## config.mk

```make
export PLATFORM = sky130hd
export DESIGN_NAME = exec_core
export DESIGN_NICKNAME = d
export VERILOG_FILES = /design/src/design/core_cfg_pkg.sv /design/src/design/isa_pkg.sv /design/src/design/issue_if.sv /design/src/design/instr_decode.sv /design/src/design/register_file.sv /design/src/design/execute_stage.sv /design/src/design/exec_core.sv
export SDC_FILE = /design/constraint.sdc
export NUM_CORES = 2
export LEC_CHECK = 0
export BUFFER_PORTS_ARGS = -buffer_cell sky130_fd_sc_hd__buf_2
export CAP_MARGIN = 10
export CORE_ASPECT_RATIO = 1.4
export CORE_MARGIN = 1.5
export CORE_UTILIZATION = 25
export DETAILED_ROUTE_END_ITERATION = 16
export PLACE_DENSITY_LB_ADDON = 0.08
export SLEW_MARGIN = 20
export SYNTH_ARGS = -nofsm -noshare
export SYNTH_HDL_FRONTEND = slang
export SYNTH_HIERARCHICAL = 1
export SYNTH_SLANG_ARGS = --single-unit
export TNS_END_PERCENT = 1
```

## constraint.sdc

```tcl
create_clock -name clk -period 7.4 [get_ports clk]
set_input_delay 1.48 -clock clk [delete_from_list [all_inputs] [get_ports clk]]
set_output_delay 1.48 -clock clk [all_outputs]
set_load 0.05 [all_outputs]
```

## src/design/core_cfg_pkg.sv

```systemverilog
`default_nettype none

package core_cfg_pkg;

  // Word width used when the top level is not overridden.
  localparam int DATA_WIDTH_DEFAULT = 32;

  // Architectural register count, fixed by the 4-bit register fields.
  localparam int NUM_REGS = 16;

  // Width of a register index.
  localparam int REG_ADDR_W = $clog2(NUM_REGS);

endpackage

`default_nettype wire

```

## src/design/isa_pkg.sv

```systemverilog
`default_nettype none

package isa_pkg;

  // Instruction word size.
  localparam int INSTR_W = 32;

  // Opcode field width.
  localparam int OPC_W = 4;

  // Low bit of each field within the instruction word.
  localparam int OPC_LSB = 28;  // Bits 31..28.
  localparam int RD_LSB  = 24;  // Bits 27..24.
  localparam int RS1_LSB = 20;  // Bits 23..20.
  localparam int RS2_LSB = 16;  // Bits 19..16.

  // Immediate occupies bits 15..0 and is sign-extended.
  localparam int IMM_W = 16;

  // Codes 10 to 15 are not assigned and never write back.
  typedef enum logic [OPC_W-1:0] {
    OP_ADD  = 4'd0,  // rs1 + rs2.
    OP_SUB  = 4'd1,  // rs1 - rs2.
    OP_AND  = 4'd2,
    OP_OR   = 4'd3,
    OP_XOR  = 4'd4,
    OP_SLL  = 4'd5,  // Shift by low 5 bits of rs2.
    OP_SRL  = 4'd6,
    OP_SLT  = 4'd7,  // Signed compare, 1 or 0.
    OP_ADDI = 4'd8,  // rs1 + imm.
    OP_LUI  = 4'd9   // imm << 16.
  } opcode_t;

endpackage

`default_nettype wire

```

## src/design/issue_if.sv

```systemverilog
`timescale 1ns/1ns
`default_nettype none

// One decoded instruction, valid for a single cycle.
interface issue_if #(
  parameter int DATA_WIDTH = core_cfg_pkg::DATA_WIDTH_DEFAULT
) ();

  logic                                valid;  // One-cycle strobe.
  isa_pkg::opcode_t                    op;
  logic [core_cfg_pkg::REG_ADDR_W-1:0] rd;
  logic [core_cfg_pkg::REG_ADDR_W-1:0] rs1;
  logic [core_cfg_pkg::REG_ADDR_W-1:0] rs2;
  logic [DATA_WIDTH-1:0]               imm;    // Already sign-extended.

  modport decode (
    output valid, op, rd, rs1, rs2, imm
  );

  // Register file only needs the source indices.
  modport reader (
    input rs1, rs2
  );

  modport exec (
    input valid, op, rd, imm
  );

endinterface

`default_nettype wire

```

## src/design/instr_decode.sv

```systemverilog
`timescale 1ns/1ns
`default_nettype none

module instr_decode #(
  parameter int DATA_WIDTH = core_cfg_pkg::DATA_WIDTH_DEFAULT
) (
  input  logic                        instr_valid,
  input  logic [isa_pkg::INSTR_W-1:0] instr,
  issue_if.decode                     issue
);

  logic [isa_pkg::OPC_W-1:0] opc_field;
  isa_pkg::opcode_t          op;
  logic                      op_defined;
  logic [isa_pkg::IMM_W-1:0] imm_field;

  assign opc_field = instr[isa_pkg::OPC_LSB +: isa_pkg::OPC_W];
  assign op        = isa_pkg::opcode_t'(opc_field);
  assign imm_field = instr[isa_pkg::IMM_W-1:0];

  // Flag codes outside the opcode table.
  always_comb begin
    case (op)
      isa_pkg::OP_ADD,
      isa_pkg::OP_SUB,
      isa_pkg::OP_AND,
      isa_pkg::OP_OR,
      isa_pkg::OP_XOR,
      isa_pkg::OP_SLL,
      isa_pkg::OP_SRL,
      isa_pkg::OP_SLT,
      isa_pkg::OP_ADDI,
      isa_pkg::OP_LUI: op_defined = 1'b1;
      default:         op_defined = 1'b0;
    endcase
  end

  // Undefined instructions are dropped here.
  assign issue.valid = instr_valid && op_defined;
  assign issue.op    = op;

  assign issue.rd  = instr[isa_pkg::RD_LSB  +: core_cfg_pkg::REG_ADDR_W];
  assign issue.rs1 = instr[isa_pkg::RS1_LSB +: core_cfg_pkg::REG_ADDR_W];
  assign issue.rs2 = instr[isa_pkg::RS2_LSB +: core_cfg_pkg::REG_ADDR_W];

  // Sign-extend to the datapath width.
  assign issue.imm = {{(DATA_WIDTH - isa_pkg::IMM_W){imm_field[isa_pkg::IMM_W-1]}},
                      imm_field};

endmodule

`default_nettype wire

```

## src/design/register_file.sv

```systemverilog
`timescale 1ns/1ns
`default_nettype none

module register_file #(
  parameter int DATA_WIDTH = core_cfg_pkg::DATA_WIDTH_DEFAULT
) (
  input  logic                                clk,

  // Port A, execute write-back.
  input  logic                                wb_valid,
  input  logic [core_cfg_pkg::REG_ADDR_W-1:0] wb_rd,
  input  logic [DATA_WIDTH-1:0]               wb_data,

  // Port B, load return.
  input  logic                                load_valid,
  input  logic [core_cfg_pkg::REG_ADDR_W-1:0] load_rd,
  input  logic [DATA_WIDTH-1:0]               load_data,

  issue_if.reader                             rd_req,
  output logic [DATA_WIDTH-1:0]               rs1_data,
  output logic [DATA_WIDTH-1:0]               rs2_data
);

  logic [DATA_WIDTH-1:0] regs [core_cfg_pkg::NUM_REGS];

  logic load_collides;  // Both ports aim at one register.

  assign load_collides = wb_valid && (load_rd == wb_rd);

  // Port A has priority, the colliding load is lost.
  always_ff @(posedge clk) begin
    if (wb_valid) begin
      regs[wb_rd] <= wb_data;
    end
    if (load_valid && !load_collides) begin
      regs[load_rd] <= load_data;
    end
  end

  // A write in this cycle is seen by a read of the same register.
  function automatic logic [DATA_WIDTH-1:0] bypass_read(
    input logic [core_cfg_pkg::REG_ADDR_W-1:0] addr
  );
    logic [DATA_WIDTH-1:0] value;
    if (wb_valid && (wb_rd == addr)) begin
      value = wb_data;
    end else if (load_valid && (load_rd == addr)) begin
      value = load_data;
    end else begin
      value = regs[addr];
    end
    return value;
  endfunction

  always_comb begin
    rs1_data = bypass_read(rd_req.rs1);
    rs2_data = bypass_read(rd_req.rs2);
  end

endmodule

`default_nettype wire

```

## src/design/execute_stage.sv

```systemverilog
`timescale 1ns/1ns
`default_nettype none

module execute_stage #(
  parameter int DATA_WIDTH = core_cfg_pkg::DATA_WIDTH_DEFAULT
) (
  input  logic                                clk,
  input  logic                                reset,

  issue_if.exec                               issue,
  input  logic [DATA_WIDTH-1:0]               rs1_data,
  input  logic [DATA_WIDTH-1:0]               rs2_data,

  output logic                                wb_valid,
  output logic [core_cfg_pkg::REG_ADDR_W-1:0] wb_rd,
  output logic [DATA_WIDTH-1:0]               wb_data
);

  logic [DATA_WIDTH-1:0] opnd_a;
  logic [DATA_WIDTH-1:0] opnd_b;
  logic [4:0]            shamt;
  logic                  use_imm;
  logic [DATA_WIDTH-1:0] result;

  // Immediate forms replace rs2.
  assign use_imm = (issue.op == isa_pkg::OP_ADDI) || (issue.op == isa_pkg::OP_LUI);

  assign opnd_a = rs1_data;
  assign opnd_b = use_imm ? issue.imm : rs2_data;
  assign shamt  = opnd_b[4:0];  // Low 5 bits only, even at 64.

  always_comb begin
    case (issue.op)
      isa_pkg::OP_ADD:  result = opnd_a + opnd_b;
      isa_pkg::OP_SUB:  result = opnd_a - opnd_b;
      isa_pkg::OP_AND:  result = opnd_a & opnd_b;
      isa_pkg::OP_OR:   result = opnd_a | opnd_b;
      isa_pkg::OP_XOR:  result = opnd_a ^ opnd_b;
      isa_pkg::OP_SLL:  result = opnd_a << shamt;
      isa_pkg::OP_SRL:  result = opnd_a >> shamt;
      isa_pkg::OP_SLT: begin
        result    = '0;
        result[0] = $signed(opnd_a) < $signed(opnd_b);
      end
      isa_pkg::OP_ADDI: result = opnd_a + opnd_b;
      isa_pkg::OP_LUI:  result = opnd_b << isa_pkg::IMM_W;
      default:          result = '0;  // Never issued.
    endcase
  end

  // Write-back is presented for the whole next cycle.
  always_ff @(posedge clk) begin
    if (reset) begin
      wb_valid <= 1'b0;
    end else begin
      wb_valid <= issue.valid;
    end
  end

  always_ff @(posedge clk) begin
    wb_rd   <= issue.rd;
    wb_data <= result;
  end

endmodule

`default_nettype wire

```

## src/design/exec_core.sv

```systemverilog
`timescale 1ns/1ns
`default_nettype none

module exec_core #(
  parameter int DATA_WIDTH = core_cfg_pkg::DATA_WIDTH_DEFAULT
) (
  input  logic                                clk,
  input  logic                                reset,

  // Instruction stream.
  input  logic                                instr_valid,
  input  logic [isa_pkg::INSTR_W-1:0]         instr,

  // Load data returned by the memory system.
  input  logic                                load_valid,
  input  logic [core_cfg_pkg::REG_ADDR_W-1:0] load_rd,
  input  logic [DATA_WIDTH-1:0]               load_data,

  // Execute results, also fed back to port A.
  output logic                                wb_valid,
  output logic [core_cfg_pkg::REG_ADDR_W-1:0] wb_rd,
  output logic [DATA_WIDTH-1:0]               wb_data
);

  logic [DATA_WIDTH-1:0] rs1_data;
  logic [DATA_WIDTH-1:0] rs2_data;

  issue_if #(.DATA_WIDTH(DATA_WIDTH)) issue_bus ();

  instr_decode #(
    .DATA_WIDTH (DATA_WIDTH)
  ) instr_decode_i (
    .instr_valid (instr_valid),
    .instr       (instr),
    .issue       (issue_bus.decode)
  );

  register_file #(
    .DATA_WIDTH (DATA_WIDTH)
  ) register_file_i (
    .clk        (clk),
    .wb_valid   (wb_valid),
    .wb_rd      (wb_rd),
    .wb_data    (wb_data),
    .load_valid (load_valid),
    .load_rd    (load_rd),
    .load_data  (load_data),
    .rd_req     (issue_bus.reader),
    .rs1_data   (rs1_data),
    .rs2_data   (rs2_data)
  );

  execute_stage #(
    .DATA_WIDTH (DATA_WIDTH)
  ) execute_stage_i (
    .clk      (clk),
    .reset    (reset),
    .issue    (issue_bus.exec),
    .rs1_data (rs1_data),
    .rs2_data (rs2_data),
    .wb_valid (wb_valid),
    .wb_rd    (wb_rd),
    .wb_data  (wb_data)
  );

endmodule

`default_nettype wire

```

* After elaboration in Yosys (flattened, before gate mapping)
Memories as Yosys holds them, arrays and structs flattened.
Cells that the tools add are included.
** Storage, ports and cells
- Flip-flop bits (word level) :: 37
- Bits in writable memories :: 512
- Memory bits (read-only) :: 16
- Input bits :: 72
- Output and inout bits :: 37
- Word-level logic and storage cells :: 48
- Memories kept :: 2
** Operators by class
- $add $sub $neg :: 2
- Magnitude comparators :: 1
- Eq/ne operators :: 14
- Shifts and indexed selects :: 2
- Mux-type cells :: 10
- Bitwise gates (word level) :: 3
- Reductions and logical operators :: 11
** Memory list
- register_file_i.regs :: depth 16, bits a word 32, read ports 2, clocked after memory_dff 0, write ports 2, RTL line register_file.sv:24 : logic [DATA_WIDTH-1:0] regs [core_cfg_pkg::NUM_REGS];
- (name not given) :: depth 16, bits a word 1, read ports 1, clocked after memory_dff 0, write ports 0, RTL line instr_decode.sv:23 : case (op)
** Operator list (count)
- $pmux W32 S9 :: 1
- $mux W32 :: 5
- $add A32 B32 Y32 :: 1
- $and A32 B32 Y32 :: 1
- $lt A32 B32 Y1 :: 1
- $or A32 B32 Y32 :: 1
- $shl A32 B5 Y32 :: 1
- $shr A32 B5 Y32 :: 1
- $sub A32 B32 Y32 :: 1
- $xor A32 B32 Y32 :: 1
- $eq A4 B4 Y1 :: 5
- $eq A4 B3 Y1 const B :: 4
- $eq A4 B2 Y1 const B :: 2
- $eq A4 B4 Y1 const B :: 2
- $logic_and A1 B1 Y1 :: 7
- $eq A4 B1 Y1 const B :: 1
- $logic_not A4 Y1 :: 1
- $mux W1 :: 4
- $reduce_or A2 Y1 :: 1
- $logic_not A1 Y1 :: 1
- $logic_or A1 B1 Y1 :: 1

* Longest topological paths before layout
- Depth in word-level cells :: 7
- Depth in mapped cells :: 27
- Depth with buffers taken out :: 19

* By module
Netlist, hierarchy kept.
** By module, submodules not included
- register_file :: times used 1, cells an instance 2057, area an instance 31207.4 um^2, sequential area each 15374.7 um^2
- execute_stage :: times used 1, cells an instance 1441, area an instance 9464.1 um^2, sequential area each 740.7 um^2
- instr_decode :: times used 1, cells an instance 50, area an instance 371.6 um^2, sequential area each 0.0 um^2

* Worst setup path before layout
Ideal clock, no wire load.
- Path kind :: input to register
- From :: input instr[19] in the netlist's numbering
- To :: register execute_stage_i.wb_data[20]
- Library setup time :: 0.136 ns
- Arrival :: 6.960 ns
- Required time :: 7.264 ns
- Setup slack :: 0.304 ns
- Stages on the path :: 26
- Buffers on the path :: 9
- Cell sequence :: buf_4 buf_2 xor2_1 nor3_1 nand3_1 and2_1 clkbuf_1 clkbuf_1 a221oi_1 a21oi_2 inv_1 buf_2 clkbuf_1 clkbuf_1 buf_2 buf_1 ha_1 nor2b_1 o21ai_0 a2111oi_0 o21ai_0 o21ai_0 a21oi_1 o31a_1 a221oi_1 o211ai_1
** Between the ends
- Word-level cells in the longest chain between the ends :: 7
- Elaborated cells between the ends (all ways) :: 16
- Those cells by class :: add/sub: 2; eq/ne: 2; shift: 2; mux: 4; bitwise: 3; reduce/logical: 2; memory: 1
** Ends and longest elaborated chain
- from (decl) :: RTL line exec_core.sv:12 : input logic [isa_pkg::INSTR_W-1:0] instr,
- parallel branches: the longest is 3 deep, another holds $mem_v2 Z16 W32
- $mux W32 (*) :: RTL line register_file.sv:45 : if (wb_valid && (wb_rd == addr)) begin
- named net rs2_data[2] :: RTL line exec_core.sv:26 : logic [DATA_WIDTH-1:0] rs2_data;
- $mux W32 (*) :: RTL line execute_stage.sv:29 : assign opnd_b = use_imm ? issue.imm : rs2_data;
- $add A32 B32 Y32 (tied with other cells) :: RTL line execute_stage.sv:34, execute_stage.sv:45
- $pmux W32 S9 (*) :: RTL line execute_stage.sv:33 : case (issue.op)
- named net execute_stage_i.result[20] :: RTL line execute_stage.sv:23 : logic [DATA_WIDTH-1:0] result;
- to (signal assigned) :: RTL line execute_stage.sv:62 : wb_data <= result;
- to (decl) :: RTL line execute_stage.sv:16 : output logic [DATA_WIDTH-1:0] wb_data
Mark *: on every way through the listed nets, which the timed path passes.
A chain may end at the register's enable or synchronous reset.

* Worst setup path after layout
- From :: input instr[17] in the netlist's numbering
- To :: register execute_stage_i.wb_data[22]
** Between the ends
- Word-level cells in the longest chain between the ends :: 7
- Elaborated cells between the ends (all ways) :: 16
- Those cells by class :: add/sub: 2; eq/ne: 2; shift: 2; mux: 4; bitwise: 3; reduce/logical: 2; memory: 1
** Ends and longest elaborated chain (RTL line)
- parallel branches: the longest is 3 deep, another holds $mem_v2 Z16 W32
- $mux W32 (*) :: register_file.sv:45
- named net rs2_data[18] :: exec_core.sv:26
- $mux W32 (*) :: execute_stage.sv:29
- $add A32 B32 Y32 / $sub A32 B32 Y32 (equally long branches) :: execute_stage.sv:34, execute_stage.sv:45, execute_stage.sv:35
- $pmux W32 S9 (*) :: execute_stage.sv:33
- named net execute_stage_i.result[22] :: execute_stage.sv:23
Marked as above.

==> impl_metrics.py <==
metrics = {
    "placement": {
        "gp_congestion": 0.938,
        "pre_cts_slack_ns": 0.311,
        "post-dp-hpwl_mm": 132,
        "placement.io_buffers": 108,
    },
    "sta": {
        "period_needed_ns": 6.44,
        "timing_max_transition_violations_final": 0,
        "max_clock_freq_mhz": 155,
        "layout_setup_ws_ns": 0.963,
        "clock-skew-final_ns": 0.0237,
        "timing.final.hold_violations": 0,
        "tightestPinTransition_ns": 1.22,
        "slew_headroom": 0.187,
        "finalCritPeriodShare": 0.870,
        "setup_repair_after_global_routing_missed_its_margin": "no",
        "finalSetupViolCount": 0,
        "totalNegativeSetupSlack_ns": 0,
    },
    "power_and_ir_drop": {
        "vdd_ir_drop_max_mv": 0.188,
        "power.share.combinational": 0.366,
        "cellPowerDensity_nw_per_um2": 248,
        "pwr-share-clk": 0.295,
        "power_leakage_nw": 17.3,
        "power_switching_share": 0.370,
        "net_load_switching_power_w": 0.00429,
        "design_power_total_w": 0.0116,
        "power.share.sequential": 0.338,
        "power.internal_w": 0.00732,
    },
    "cts": {
        "cts_root_buffer": "sky130_fd_sc_hd__clkbuf_16",
        "worst_skew_pair.late_latency_ns": 0.69,
        "post-cts-setup-buffers": 0,
        "htree_num_levels": 3,
        "cts_buffers": 72,
        "cts_tree": "yes",
        "cts-hold-fix-buffers": 0,
        "clock_transition_at_the_registers_of_the_reported_paths_ns": 0.06,
        "maximum_count_of_clock_buffers_along_a_single_path": 3,
        "postCtsResizedCells": 0,
        "clock-sinks": 549,
    },
    "global_route": {
        "initial_antenna_violation_count": 13,
        "global_route.usage.total": 0.238,
        "first_global_vias": 33300,
        "grt-ovfl-total": 0,
        "grt_first_pass_wirelength_mm": 279,
        "largest_net_degree_at_the_start_of_global_routing": 65,
    },
    "layout": {
        "multi_input_comb_area_um2": 22800,
        "fillerInstances": 16900,
        "layout-area-overhead-vs-synth_pct": 14.0,
        "drive_gt1_frac": 0.350,
        "ff_latch_area_um2": 16100,
        "final_net_count": 3702,
    },
    "routing": {
        "detail_route.iter0.violations": 2527,
        "route.detailed.vias_per_inst": 5.63,
        "num_vias": 32200,
        "route.detailed.drc": 0,
        "drtAntennaViolNets": 0,
        "avgRoutedWirePerCell_um": 35.4,
        "dr.pass1.iters": 7,
        "wirelength_mm": 202,
    },
    "synth": {
        "asyncSetResetFlopFracSynth": 0,
        "synth_top_family_by_area": "multiplexers",
        "synth-simple-area-share": 0.0662,
        "yosys.area_share.xor_xnor": 0.00896,
        "yosysWarningCount": 6,
        "nets_in_the_synthesized_netlist": 3712,
        "yosys.area.top_type_share": 0.375,
        "synth-compound-area-share": 0.128,
        "mux_contribution_to_synthesized_area": 0.316,
        "number_of_enable_type_register_cells_in_the_synthesized_netlist": 512,
        "synth_seq_area_share": 0.393,
        "syn-mean-instance-area_um2": 11.6,
        "synth_cell_type_count": 88,
        "synth-main-ff-cell": "sky130_fd_sc_hd__edfxtp_1",
        "syn_area_um2": 41000,
        "syn_inst": 3548,
        "area_share_of_fa_ha_maj_cells_after_synthesis": 0.0282,
        "yosys_register_bits": 549,
        "synthTopCellsByArea": "sky130_fd_sc_hd__edfxtp_1, sky130_fd_sc_hd__mux2_2, sky130_fd_sc_hd__mux4_2",
        "post-synth-top-area-cell": "sky130_fd_sc_hd__edfxtp_1",
    },
    "critical_path": {
        "ff2ff_path_depth": 22,
        "worstSetupStartpointType": "input port",
        "worst_path_maximum_fanout": 20,
        "crit_path_arrival_time_ns": 7.02,
        "path_class": "in -> reg",
        "cp_data_required_time_ns": 7.98,
        "crit_path_end_kind": "flip-flop",
    },
    "worst_hold_path": {
        "hold_depth": 2,
        "min-delay-path-class": "reg -> reg",
    },
    "floorplanning": {
        "initial_utilization": 0.252,
        "core_um2": 163000,
        "ioPinCount": 109,
        "die_height_um": 482,
        "fp.dieArea_um2": 167000,
        "placementRows": 175,
        "chipWidth_um": 345,
    },
    "job": {
        "cap_viol_max_count": 0,
    },
    "run_status": {
        "status": "completed",
    },
}
[logic make-up after synthesis]
kind of cell | count (synthesis)
multiplexers | 942
AO/OA/AOI/OAI | 757
AND/OR/NAND/NOR | 611
buffers and inverters | 555
flip-flops | 549
adder cells (fa/ha/maj) | 92
XOR/XNOR | 42
[power groups by stage]
stage          clock network [W]  logic (W)  registers [W]
6_report                 0.00343    0.00425        0.00392
5_1_grt                  0.00363    0.00450        0.00394
4_1_cts                  0.00354    0.00422        0.00392
3_5_place_dp                   0    0.00420        0.00398
3_3_place_gp                   0    0.00421        0.00399
2_1_floorplan                  0    0.00246        0.00410
[worst max-delay path, cell delays in order]
cell and delay (ns):
sky130_fd_sc_hd__buf_4 0.27, sky130_fd_sc_hd__or2_2 0.51, sky130_fd_sc_hd__buf_4 0.53, sky130_fd_sc_hd__o221ai_1 0.24, sky130_fd_sc_hd__a221oi_1 0.45, sky130_fd_sc_hd__nand2_1 0.09
sky130_fd_sc_hd__nand2_1 0.17, sky130_fd_sc_hd__inv_1 0.08, sky130_fd_sc_hd__ha_1 0.42, sky130_fd_sc_hd__inv_1 0.24, sky130_fd_sc_hd__nand4_1 0.15, sky130_fd_sc_hd__or3_1 0.57
sky130_fd_sc_hd__nor4_2 0.79, sky130_fd_sc_hd__buf_4 0.24, sky130_fd_sc_hd__nor4_1 0.07, sky130_fd_sc_hd__o21bai_1 0.16, sky130_fd_sc_hd__buf_4 0.15, sky130_fd_sc_hd__a22o_1 0.12
sky130_fd_sc_hd__a211oi_1 0.07, sky130_fd_sc_hd__o21ai_0 0.16
[area by class of cell]
class | instances | area share
diodes | 5 | 0.000267
flip-flops and latches | 549 | 0.345
repair buffers | 334 | 0.0523
multi-input cells | 2444 | 0.488
clock buffers | 93 | 0.0411
well taps | 2124 | 0.0568
clock inverters | 36 | 0.00578
inverters | 137 | 0.0110
[sequential cells by signal (all words and copies together), names as in the netlist]
name                      cells
register_file_i/regs        512
execute_stage_i/wb_valid      1
execute_stage_i/wb_rd         4
execute_stage_i/wb_data      32
[final timing paths]
check | start | endpoint | slack, ns
max | instr[17] | execute_stage_i/wb_data[22] | 0.96
min | execute_stage_i/wb_data[7] | register_file_i/regs[0][7] | 0.84
max reg2reg | execute_stage_i/wb_rd[3] | execute_stage_i/wb_data[22] | 1.55
min reg2reg | execute_stage_i/wb_data[7] | register_file_i/regs[0][7] | 0.84
[placed cells by master (no fill, tap or decap), types with 73 or more instances in the layout]
cell type and count:
sky130_fd_sc_hd__nor2_1 181, sky130_fd_sc_hd__inv_1 130, sky130_fd_sc_hd__mux2i_1 190, sky130_fd_sc_hd__edfxtp_1 512
sky130_fd_sc_hd__buf_2 103, sky130_fd_sc_hd__mux2_2 514, sky130_fd_sc_hd__mux4_2 230, sky130_fd_sc_hd__a221oi_1 87
sky130_fd_sc_hd__a21oi_1 124, sky130_fd_sc_hd__ha_1 91, sky130_fd_sc_hd__o21ai_0 184, sky130_fd_sc_hd__clkbuf_16 73
sky130_fd_sc_hd__nand2_1 244, sky130_fd_sc_hd__buf_4 214
[Yosys cell counts, drive strengths merged (13+ instances only)]
cell    count
ha         91
a22oi      14
inv       134
a221oi     87
o211a      33
buf       217
mux2i     190
nor4       15
nor3       29
nand2b     16
nand3      34
o21ai     209
nand2     261
o221ai     48
mux4      230
nor2      182
a21oi     129
or3        13
xor2       21
edfxtp    512
clkbuf    201
o211ai     19
dfxtp      37
o21bai     15
o22a       34
nor2b      13
a21o       13
xnor2      21
a211oi     42
mux2      522
[metrics by stage]
stage               utilization  hold WS (ns)  std cells  area, um^2
finish                    0.288         0.838       5722       46800
global route              0.287         0.883       5718       46800
CTS                       0.287         0.858       5717       46800
detailed placement        0.274         0.829       5588       44600
global placement          0.274         0.842       5588       44600
floorplan                     -          1.03       3548       41000
[routing by layer]
layer / share of wire / wire (um) / up-vias / global-route usage
met1: 0.42 / 84300 / 17000 / 0.297
met2: 0.49 / 100000 / 1124 / 0.417
met3: 0.044 / 8830 / 312 / 0.0245
met4: 0.045 / 9080 / 6 / 0.106
li1: - / - / 13700 / -
met5: 0.00018 / 37 / - / 0
Note: power is estimated with default switching activity, not from simulation.
